==> config.mk <==
export PLATFORM = sky130hd
export DESIGN_NAME = video_display
export DESIGN_NICKNAME = d
export VERILOG_FILES = /design/src/video_pkg.sv /design/src/stage_delay.sv /design/src/luma_binarize.sv /design/src/morph_3x3.sv /design/src/tile_compositor.sv /design/src/video_display.sv
export SDC_FILE = /design/constraint.sdc
export NUM_CORES = 1
export LEC_CHECK = 0
export ABC_AREA = 1
export BUFFER_PORTS_ARGS = -buffer_cell sky130_fd_sc_hd__buf_2
export CORE_ASPECT_RATIO = 1.5
export CORE_UTILIZATION = 50
export CTS_CLUSTER_SIZE = 20
export DETAILED_ROUTE_END_ITERATION = 8
export GPL_TIMING_DRIVEN = 0
export HOLD_SLACK_MARGIN = 0.05
export PLACE_DENSITY = 0.69
export SYNTH_ARGS = -nofsm -noshare
export SYNTH_HDL_FRONTEND = slang
export SYNTH_SLANG_ARGS = --single-unit
==> constraint.sdc <==
create_clock -name pix_clk -period 4.3 [get_ports pix_clk]
set_input_delay 0.645 -clock pix_clk [delete_from_list [all_inputs] [get_ports pix_clk]]
set_output_delay 0.645 -clock pix_clk [all_outputs]
set_load 0.02 [all_outputs]
==> src/video_pkg.sv <==
package video_pkg;

    // ******************************
    // geometry
    // ******************************
    localparam int color_depth = 8;     // bits per channel
    localparam int x_bits      = 8;
    localparam int y_bits      = 8;
    localparam int line_len    = 64;    // active pixels per line
    localparam int n_tiles     = 5;

    localparam logic [x_bits-1:0] tile_w  = 8'd12;
    localparam logic [y_bits-1:0] tile_h  = 8'd12;
    localparam logic [y_bits-1:0] tile_y0 = 8'd2;    // single tile row

    // start columns, index 0 is the leftmost tile
    localparam logic [n_tiles-1:0][x_bits-1:0] tile_x0 = {8'd50, 8'd38, 8'd26, 8'd14, 8'd2};

    // ******************************
    // pixel processing
    // ******************************
    localparam logic [color_depth-1:0] bin_threshold = 8'd128;

    // weights sum to 256
    localparam logic [color_depth-1:0] luma_kr = 8'd77;
    localparam logic [color_depth-1:0] luma_kg = 8'd150;
    localparam logic [color_depth-1:0] luma_kb = 8'd29;

    // cycles after the input sample edge
    localparam int lat_luma  = 2;
    localparam int lat_bin   = 3;
    localparam int lat_morph = 5;
    localparam int lat_total = 6;

    typedef struct packed {
        logic [color_depth-1:0] r;
        logic [color_depth-1:0] g;
        logic [color_depth-1:0] b;
    } rgb_t;

    localparam rgb_t back_color = rgb_t'(24'hE0FFFF);   // light cyan

    typedef struct packed {
        logic vs;
        logic hs;
        logic de;
    } sync_t;

    // travels alongside the pixel path
    typedef struct packed {
        sync_t             sync;
        logic [x_bits-1:0] x;
        logic [y_bits-1:0] y;
    } raster_t;

    // bit 0 of each row is the newest column
    typedef struct packed {
        logic [2:0] top;    // row y-2
        logic [2:0] mid;    // row y-1
        logic [2:0] bot;    // row y
    } window_t;

    typedef enum logic [2:0] {
        view_orig,
        view_grey,
        view_bin,
        view_dil,
        view_ero,
        view_back
    } view_e;

endpackage

==> src/stage_delay.sv <==
module stage_delay #(
    parameter int depth = 2,
    parameter int width = 8
) (
    input  logic             pix_clk,
    input  logic             rstn,
    input  logic [width-1:0] data_in,
    output logic [width-1:0] data_out
);

    logic [depth-1:0][width-1:0] pipe;   // pipe[0] is the newest

    always_ff @(posedge pix_clk or negedge rstn) begin
        if (!rstn) begin
            pipe <= '0;
        end else begin
            pipe[0] <= data_in;
            for (int i = 1; i < depth; i++) begin
                pipe[i] <= pipe[i-1];
            end
        end
    end

    assign data_out = pipe[depth-1];

endmodule

==> src/luma_binarize.sv <==
module luma_binarize (
    input  logic                              pix_clk,
    input  logic                              rstn,
    input  video_pkg::rgb_t                   rgb_in,
    output logic [video_pkg::color_depth-1:0] grey,
    output logic                              bin
);

    logic [2*video_pkg::color_depth-1:0] prod_r;
    logic [2*video_pkg::color_depth-1:0] prod_g;
    logic [2*video_pkg::color_depth-1:0] prod_b;
    logic [2*video_pkg::color_depth-1:0] luma_sum;

    // weights add up to 256, so the sum never overflows 16 bits
    assign luma_sum = prod_r + prod_g + prod_b;

    always_ff @(posedge pix_clk or negedge rstn) begin
        if (!rstn) begin
            prod_r <= '0;
            prod_g <= '0;
            prod_b <= '0;
        end else begin
            prod_r <= rgb_in.r * video_pkg::luma_kr;   // stage 1
            prod_g <= rgb_in.g * video_pkg::luma_kg;
            prod_b <= rgb_in.b * video_pkg::luma_kb;
        end
    end

    always_ff @(posedge pix_clk or negedge rstn) begin
        if (!rstn) begin
            grey <= '0;
            bin  <= 1'b0;
        end else begin
            // divide by 256
            grey <= luma_sum[2*video_pkg::color_depth-1:video_pkg::color_depth];
            bin  <= grey > video_pkg::bin_threshold;   // stage 3, strictly above
        end
    end

endmodule

==> src/morph_3x3.sv <==
module morph_3x3 (
    input  logic               pix_clk,
    input  logic               rstn,
    input  logic               bin_in,
    input  video_pkg::raster_t raster,
    output logic               dil,
    output logic               ero
);

    logic [video_pkg::line_len-1:0] line_1;   // previous line
    logic [video_pkg::line_len-1:0] line_2;   // line before that
    logic                           tap_1;
    logic                           tap_2;
    video_pkg::window_t             win;

    // oldest bit of each buffer sits in the same column one line up
    assign tap_1 = line_1[video_pkg::line_len-1];
    assign tap_2 = line_2[video_pkg::line_len-1];

    // ******************************
    // line buffers
    // ******************************
    always_ff @(posedge pix_clk) begin
        if (raster.sync.vs) begin
            line_1 <= '0;     // rows above row 0 read as black
            line_2 <= '0;
        end else if (raster.sync.de) begin
            line_1 <= {line_1[video_pkg::line_len-2:0], bin_in};
            line_2 <= {line_2[video_pkg::line_len-2:0], tap_1};
        end
    end

    // ******************************
    // 3x3 window
    // ******************************
    always_ff @(posedge pix_clk or negedge rstn) begin
        if (!rstn) begin
            win <= '0;
        end else if (raster.sync.vs || !raster.sync.de) begin
            win <= '0;        // columns left of x=0 read as black
        end else begin
            win.bot <= {win.bot[1:0], bin_in};
            win.mid <= {win.mid[1:0], tap_1};
            win.top <= {win.top[1:0], tap_2};
        end
    end

    // result belongs to the newest pixel, no re-centring
    always_ff @(posedge pix_clk or negedge rstn) begin
        if (!rstn) begin
            dil <= 1'b0;
            ero <= 1'b0;
        end else begin
            dil <= |win;
            ero <= &win;
        end
    end

endmodule

==> src/tile_compositor.sv <==
module tile_compositor (
    input  logic                              pix_clk,
    input  logic                              rstn,
    input  video_pkg::raster_t                raster,
    input  video_pkg::rgb_t                   orig,
    input  logic [video_pkg::color_depth-1:0] grey,
    input  logic                              bin,
    input  logic                              dil,
    input  logic                              ero,
    output video_pkg::sync_t                  sync_out,
    output video_pkg::rgb_t                   pixel_data
);

    video_pkg::view_e view;
    video_pkg::rgb_t  color;
    logic             in_row;

    assign in_row = (raster.y >= video_pkg::tile_y0)
                 && (raster.y < video_pkg::tile_y0 + video_pkg::tile_h);

    // ******************************
    // tile decode
    // ******************************
    always_comb begin
        view = video_pkg::view_back;
        if (raster.sync.de && in_row) begin
            for (int k = 0; k < video_pkg::n_tiles; k++) begin
                if ((raster.x >= video_pkg::tile_x0[k])
                        && (raster.x < video_pkg::tile_x0[k] + video_pkg::tile_w)) begin
                    view = video_pkg::view_e'(3'(k));   // tile order matches the enum
                end
            end
        end
    end

    // binary views go to full white or black
    always_comb begin
        case (view)
            video_pkg::view_orig: color = orig;
            video_pkg::view_grey: color = '{r: grey, g: grey, b: grey};
            video_pkg::view_bin:  color = {3*video_pkg::color_depth{bin}};
            video_pkg::view_dil:  color = {3*video_pkg::color_depth{dil}};
            video_pkg::view_ero:  color = {3*video_pkg::color_depth{ero}};
            default:              color = video_pkg::back_color;
        endcase
    end

    // ******************************
    // output register
    // ******************************
    always_ff @(posedge pix_clk or negedge rstn) begin
        if (!rstn) begin
            sync_out   <= '0;
            pixel_data <= video_pkg::back_color;
        end else begin
            sync_out   <= raster.sync;
            pixel_data <= color;
        end
    end

endmodule

==> src/video_display.sv <==
module video_display (
    input  logic                         pix_clk,
    input  logic                         rstn,
    input  logic [video_pkg::x_bits-1:0] act_x,
    input  logic [video_pkg::y_bits-1:0] act_y,
    input  logic                         vs_in,
    input  logic                         hs_in,
    input  logic                         de_in,
    input  video_pkg::rgb_t              rgb_in,
    output logic                         vs_out,
    output logic                         hs_out,
    output logic                         de_out,
    output video_pkg::rgb_t              pixel_data
);

    video_pkg::raster_t                raster_in;
    video_pkg::raster_t                raster_bin;   // aligned with bin
    video_pkg::raster_t                raster_mix;   // aligned with morph results
    video_pkg::rgb_t                   rgb_mix;
    logic [video_pkg::color_depth-1:0] grey;
    logic [video_pkg::color_depth-1:0] grey_mix;
    logic                              bin;
    logic                              bin_mix;
    logic                              dil;
    logic                              ero;
    video_pkg::sync_t                  sync_out;

    assign raster_in = '{sync: '{vs: vs_in, hs: hs_in, de: de_in}, x: act_x, y: act_y};

    // ******************************
    // processing chain
    // ******************************
    luma_binarize u_luma_binarize (
        .pix_clk (pix_clk),
        .rstn    (rstn),
        .rgb_in  (rgb_in),
        .grey    (grey),     // cycle 2
        .bin     (bin)       // cycle 3
    );

    stage_delay #(.depth(video_pkg::lat_bin), .width($bits(video_pkg::raster_t))) u_raster_bin (
        .pix_clk  (pix_clk),
        .rstn     (rstn),
        .data_in  (raster_in),
        .data_out (raster_bin)
    );

    morph_3x3 u_morph_3x3 (
        .pix_clk (pix_clk),
        .rstn    (rstn),
        .bin_in  (bin),
        .raster  (raster_bin),
        .dil     (dil),      // cycle 5
        .ero     (ero)
    );

    // ******************************
    // align every branch to cycle 5
    // ******************************
    stage_delay #(.depth(video_pkg::lat_morph), .width($bits(video_pkg::rgb_t))) u_rgb_delay (
        .pix_clk  (pix_clk),
        .rstn     (rstn),
        .data_in  (rgb_in),
        .data_out (rgb_mix)
    );

    stage_delay #(
        .depth (video_pkg::lat_morph - video_pkg::lat_luma),
        .width (video_pkg::color_depth)
    ) u_grey_delay (
        .pix_clk  (pix_clk),
        .rstn     (rstn),
        .data_in  (grey),
        .data_out (grey_mix)
    );

    stage_delay #(.depth(video_pkg::lat_morph - video_pkg::lat_bin), .width(1)) u_bin_delay (
        .pix_clk  (pix_clk),
        .rstn     (rstn),
        .data_in  (bin),
        .data_out (bin_mix)
    );

    stage_delay #(
        .depth (video_pkg::lat_morph - video_pkg::lat_bin),
        .width ($bits(video_pkg::raster_t))
    ) u_raster_mix (
        .pix_clk  (pix_clk),
        .rstn     (rstn),
        .data_in  (raster_bin),
        .data_out (raster_mix)
    );

    tile_compositor u_tile_compositor (
        .pix_clk    (pix_clk),
        .rstn       (rstn),
        .raster     (raster_mix),
        .orig       (rgb_mix),
        .grey       (grey_mix),
        .bin        (bin_mix),
        .dil        (dil),
        .ero        (ero),
        .sync_out   (sync_out),
        .pixel_data (pixel_data)  // cycle 6
    );

    assign vs_out = sync_out.vs;
    assign hs_out = sync_out.hs;
    assign de_out = sync_out.de;

endmodule

==> summary.md <==
| Metric | Value |
|---|---|
| CTS tree | yes |
| Status | finished with violations |
| Synthesis Warnings | 0 |
| Die height | 227.3 um |
| Max-slew headroom | 45.52% |
| Ys flop type | dfrtp_1 |
| DRC viols | 4 |
| R2r setup slk | 1.95 ns |
| Crit path capture type | register |
| Initial Util | 50.74% |
| # diodes | 0 |
| Port buffer count | 69 |
| Nets | 1823 |
| Grt ovf | 0 |
| Post-route minimum period | 3.457 ns |
| Count of filler cells inserted in the layout | 2712 |
| Pin count of the biggest net entering global routing | 114 |
| Post-CTS Setup Bufs | 0 |
| Final Hold Viols | 0 |
| Vias in the first global route | 10560 |
| R2R depth | 10 |
| Power, Total | 11050 uW |
| Post-Synthesis Cells | 1515 |
| Synth cell types | 44 |
| Synth top cells by count | nand2_1 (355), dfrtp_1 (297), a21oi_1 (172) |
| Largest area contributor in the netlist | dfrtp_1 |
| Max_cap viols | 0 |
| Multi-input logic area | 5715 um^2 |
| Failing checks | DRC |
| Clock root buffer | clkbuf_16 |
| Post-Syn Area | 16920 um^2 |
| Post-Syn Nets | 1711 |
| Final ANT Viol Nets | 0 |
| Clock sink total | 444 |
| Area Growth Syn to Fin | 13.44% |
| Worst path arrival time | 3.85 ns |
| PD cells | 575.6 nW/um^2 |
| Worst Path Required | 4.70 ns |
| Final Setup Violations | 0 |
| WL final | 28.83 mm |
| Share of cells above drive strength 1 | 11.67% |
| Initial antenna violation count | 0 |
| All-Layer GR Usage | 17.59% |
| Async S/R FF share, synth | 71.17% |
| Synth top area share | 43.93% |
| Peak supply drop | 0.3413 mV |
| Tcrit/Tclk final | 80.39% |
| Post-synth EDFFs | 0 |
| Worst Clk Skew | 0.01739 ns |
| Worst-Margin Slew | 0.8172 ns |
| FP Rows | 82 |
| WS Path Type | in -> reg |
| Num CTS Buffers | 39 |
| Fmax | 289.3 MHz |
| Avg WL per Cell | 13.90 um |
| CP startpoint kind | input pin |
| Register area share after synthesis | 62.02% |
| Die area | 34590 um^2 |
| Max Buffers Root-to-Sink | 3 |
| Top-count cell post-synth | nand2_1 |
| HPWL Detailed | 20.34 mm |
| # hold bufs at CTS | 0 |
| Reg clk slew, reported paths | 0.07 ns |
| DRT iter0 DRCs | 387 |
| Die W | 152.2 um |
| Total core area | 33340 um^2 |
| Routed vias/inst | 4.965 |
| P_leak | 0.008665 uW |
| Largest cells by area after synthesis | dfrtp_1 (44%), dfxtp_1 (15%), ha_1 (8.4%) |
| Detailed-route via count | 10300 |
| H-tree Lvls | 2 |
| Maximum fanout along the worst path | 6 |
| First-pass GRT wire length | 49.09 mm |
| RSZ-0062 raised after global routing | no |
| Ports | 72 |
| Seq. cell area | 10490 um^2 |
| Setup TNS | 0 ns |
| Worst-Skew Late Latency | 0.53 ns |
| Post-CTS Resized | 0 |
| Max-slew violation count | 0 |
| Worst r2r dst | u_luma_binarize.grey[7]$_DFF_PN0_ |
| R2r startpoint | u_luma_binarize.prod_b[8]$_DFF_PN0_ |
| Worst hold path type | in -> async |
| DR pass1 iterations | 6 |
| Flops & latches, synth | 444 |
| Mapped Avg Cell Area | 11.17 um^2 |
| Placer Congestion | 0.8634 |
[cells by family after synthesis]
family / share of synthesized area [%]
DFF: 62.02
buffers and inverters: 4.193
AOI/OAI and AO/OA: 6.530
and+or+nand+nor: 12.69
xor gates and xnor gates: 1.708
adders and majority gates: 12.85
[power breakdown]
group | leakage (uW) | internal [uW] | switching [uW]
registers | 0.00474 | 4610 | 196
logic | 0.00326 | 1030 | 1640
clock network | 0.000664 | 2120 | 1460
total | 0.00866 | 7760 | 3290
[layout make-up]
cell class,instances,area share [%]
buffer,48,1.089
clock buffer,57,6.239
clock inverter,11,0.7366
inverter,132,2.608
multi-input combinational,891,29.78
sequential,444,54.67
tap,420,2.738
timing repair buffer,71,2.138
[through the flow]
step	setup slack, ns	hold WS (ns)	utilization (%)	area [um^2]	instances
after CTS	0.8706	0.1857	57.56	19190	2074
final	0.8430	0.1749	57.56	19190	2074
after detailed placement	0.3214	0.3347	53.55	17850	2006
after global placement	-2.824	0.3315	53.35	17790	2004
after floorplan	0.7787	0.3312	-	16920	1515
after global routing	0.6502	0.1988	57.56	19190	2074
[state kept, by name, summed over array words and instances (netlist names)]
signal,cells
u_bin_delay.data_out,1
u_bin_delay.pipe,1
u_grey_delay.data_out,8
u_grey_delay.pipe,16
u_luma_binarize.bin,1
u_luma_binarize.grey,8
u_luma_binarize.prod_b,11
u_luma_binarize.prod_g,14
u_luma_binarize.prod_r,13
u_morph_3x3.dil,1
u_morph_3x3.ero,1
u_morph_3x3.line_1,64
u_morph_3x3.line_2,64
u_morph_3x3.win,9
u_raster_bin.data_out,17
u_raster_bin.pipe,34
u_raster_mix.data_out,17
u_raster_mix.pipe,17
u_rgb_delay.data_out,24
u_rgb_delay.pipe,96
u_tile_compositor.pixel_data,24
u_tile_compositor.sync_out,3
[routing by layer]
metal	wire (um)	global-route usage (%)	vias to the layer above
met3	800	2.113	76
met2	15320	33.12	154
met5	0	0	-
li1	-	-	5077
met4	1163	8.789	0
met1	11550	19.66	4990
[layout by cell type (no fill, tap or decap), types with 5 or more instances in the layout]
| master | n |
|---|---|
| a21o_1 | 8 |
| xnor2_1 | 9 |
| clkbuf_1 | 47 |
| clkbuf_16 | 42 |
| nor2_1 | 46 |
| a21oi_1 | 172 |
| nand4_1 | 19 |
| fa_1 | 38 |
| clkbuf_8 | 9 |
| o21ai_0 | 15 |
| dfrtp_1 | 297 |
| nand2_2 | 8 |
| ha_1 | 113 |
| dfstp_2 | 19 |
| dfxtp_1 | 128 |
| inv_2 | 5 |
| inv_1 | 124 |
| nand3_1 | 42 |
| nand2_1 | 355 |
| xor2_1 | 24 |
| clkinv_2 | 5 |
| nor2_4 | 7 |
| buf_2 | 70 |
[worst max path at each step]
stage               startpoint  slack, ns  depth (start not counted)                              endpoint
floorplan           rgb_in[12]       0.78                         14  u_luma_binarize.prod_g[13]$_DFF_PN0_
global placement          rstn      -2.82                          1       u_raster_bin.pipe[18]$_DFF_PN0_
detailed placement  rgb_in[12]       0.32                         15  u_luma_binarize.prod_g[13]$_DFF_PN0_
CTS                 rgb_in[20]       0.87                         16  u_luma_binarize.prod_r[14]$_DFF_PN0_
global route        rgb_in[20]       0.65                         16  u_luma_binarize.prod_r[14]$_DFF_PN0_
finish              rgb_in[20]       0.84                         16  u_luma_binarize.prod_r[14]$_DFF_PN0_
[worst max-delay path, stage by stage]
cell     delay (ns)
buf_2          0.15
ha_1           0.31
ha_1           0.27
inv_1          0.05
fa_1           0.50
fa_1           0.53
inv_1          0.05
ha_1           0.37
a21oi_1        0.16
o21ai_0        0.09
a21oi_1        0.24
o21ai_0        0.15
nand2_1        0.07
inv_1          0.04
o21ai_0        0.14
nand2_1        0.09
Note: power is estimated with default switching activity, not from simulation.
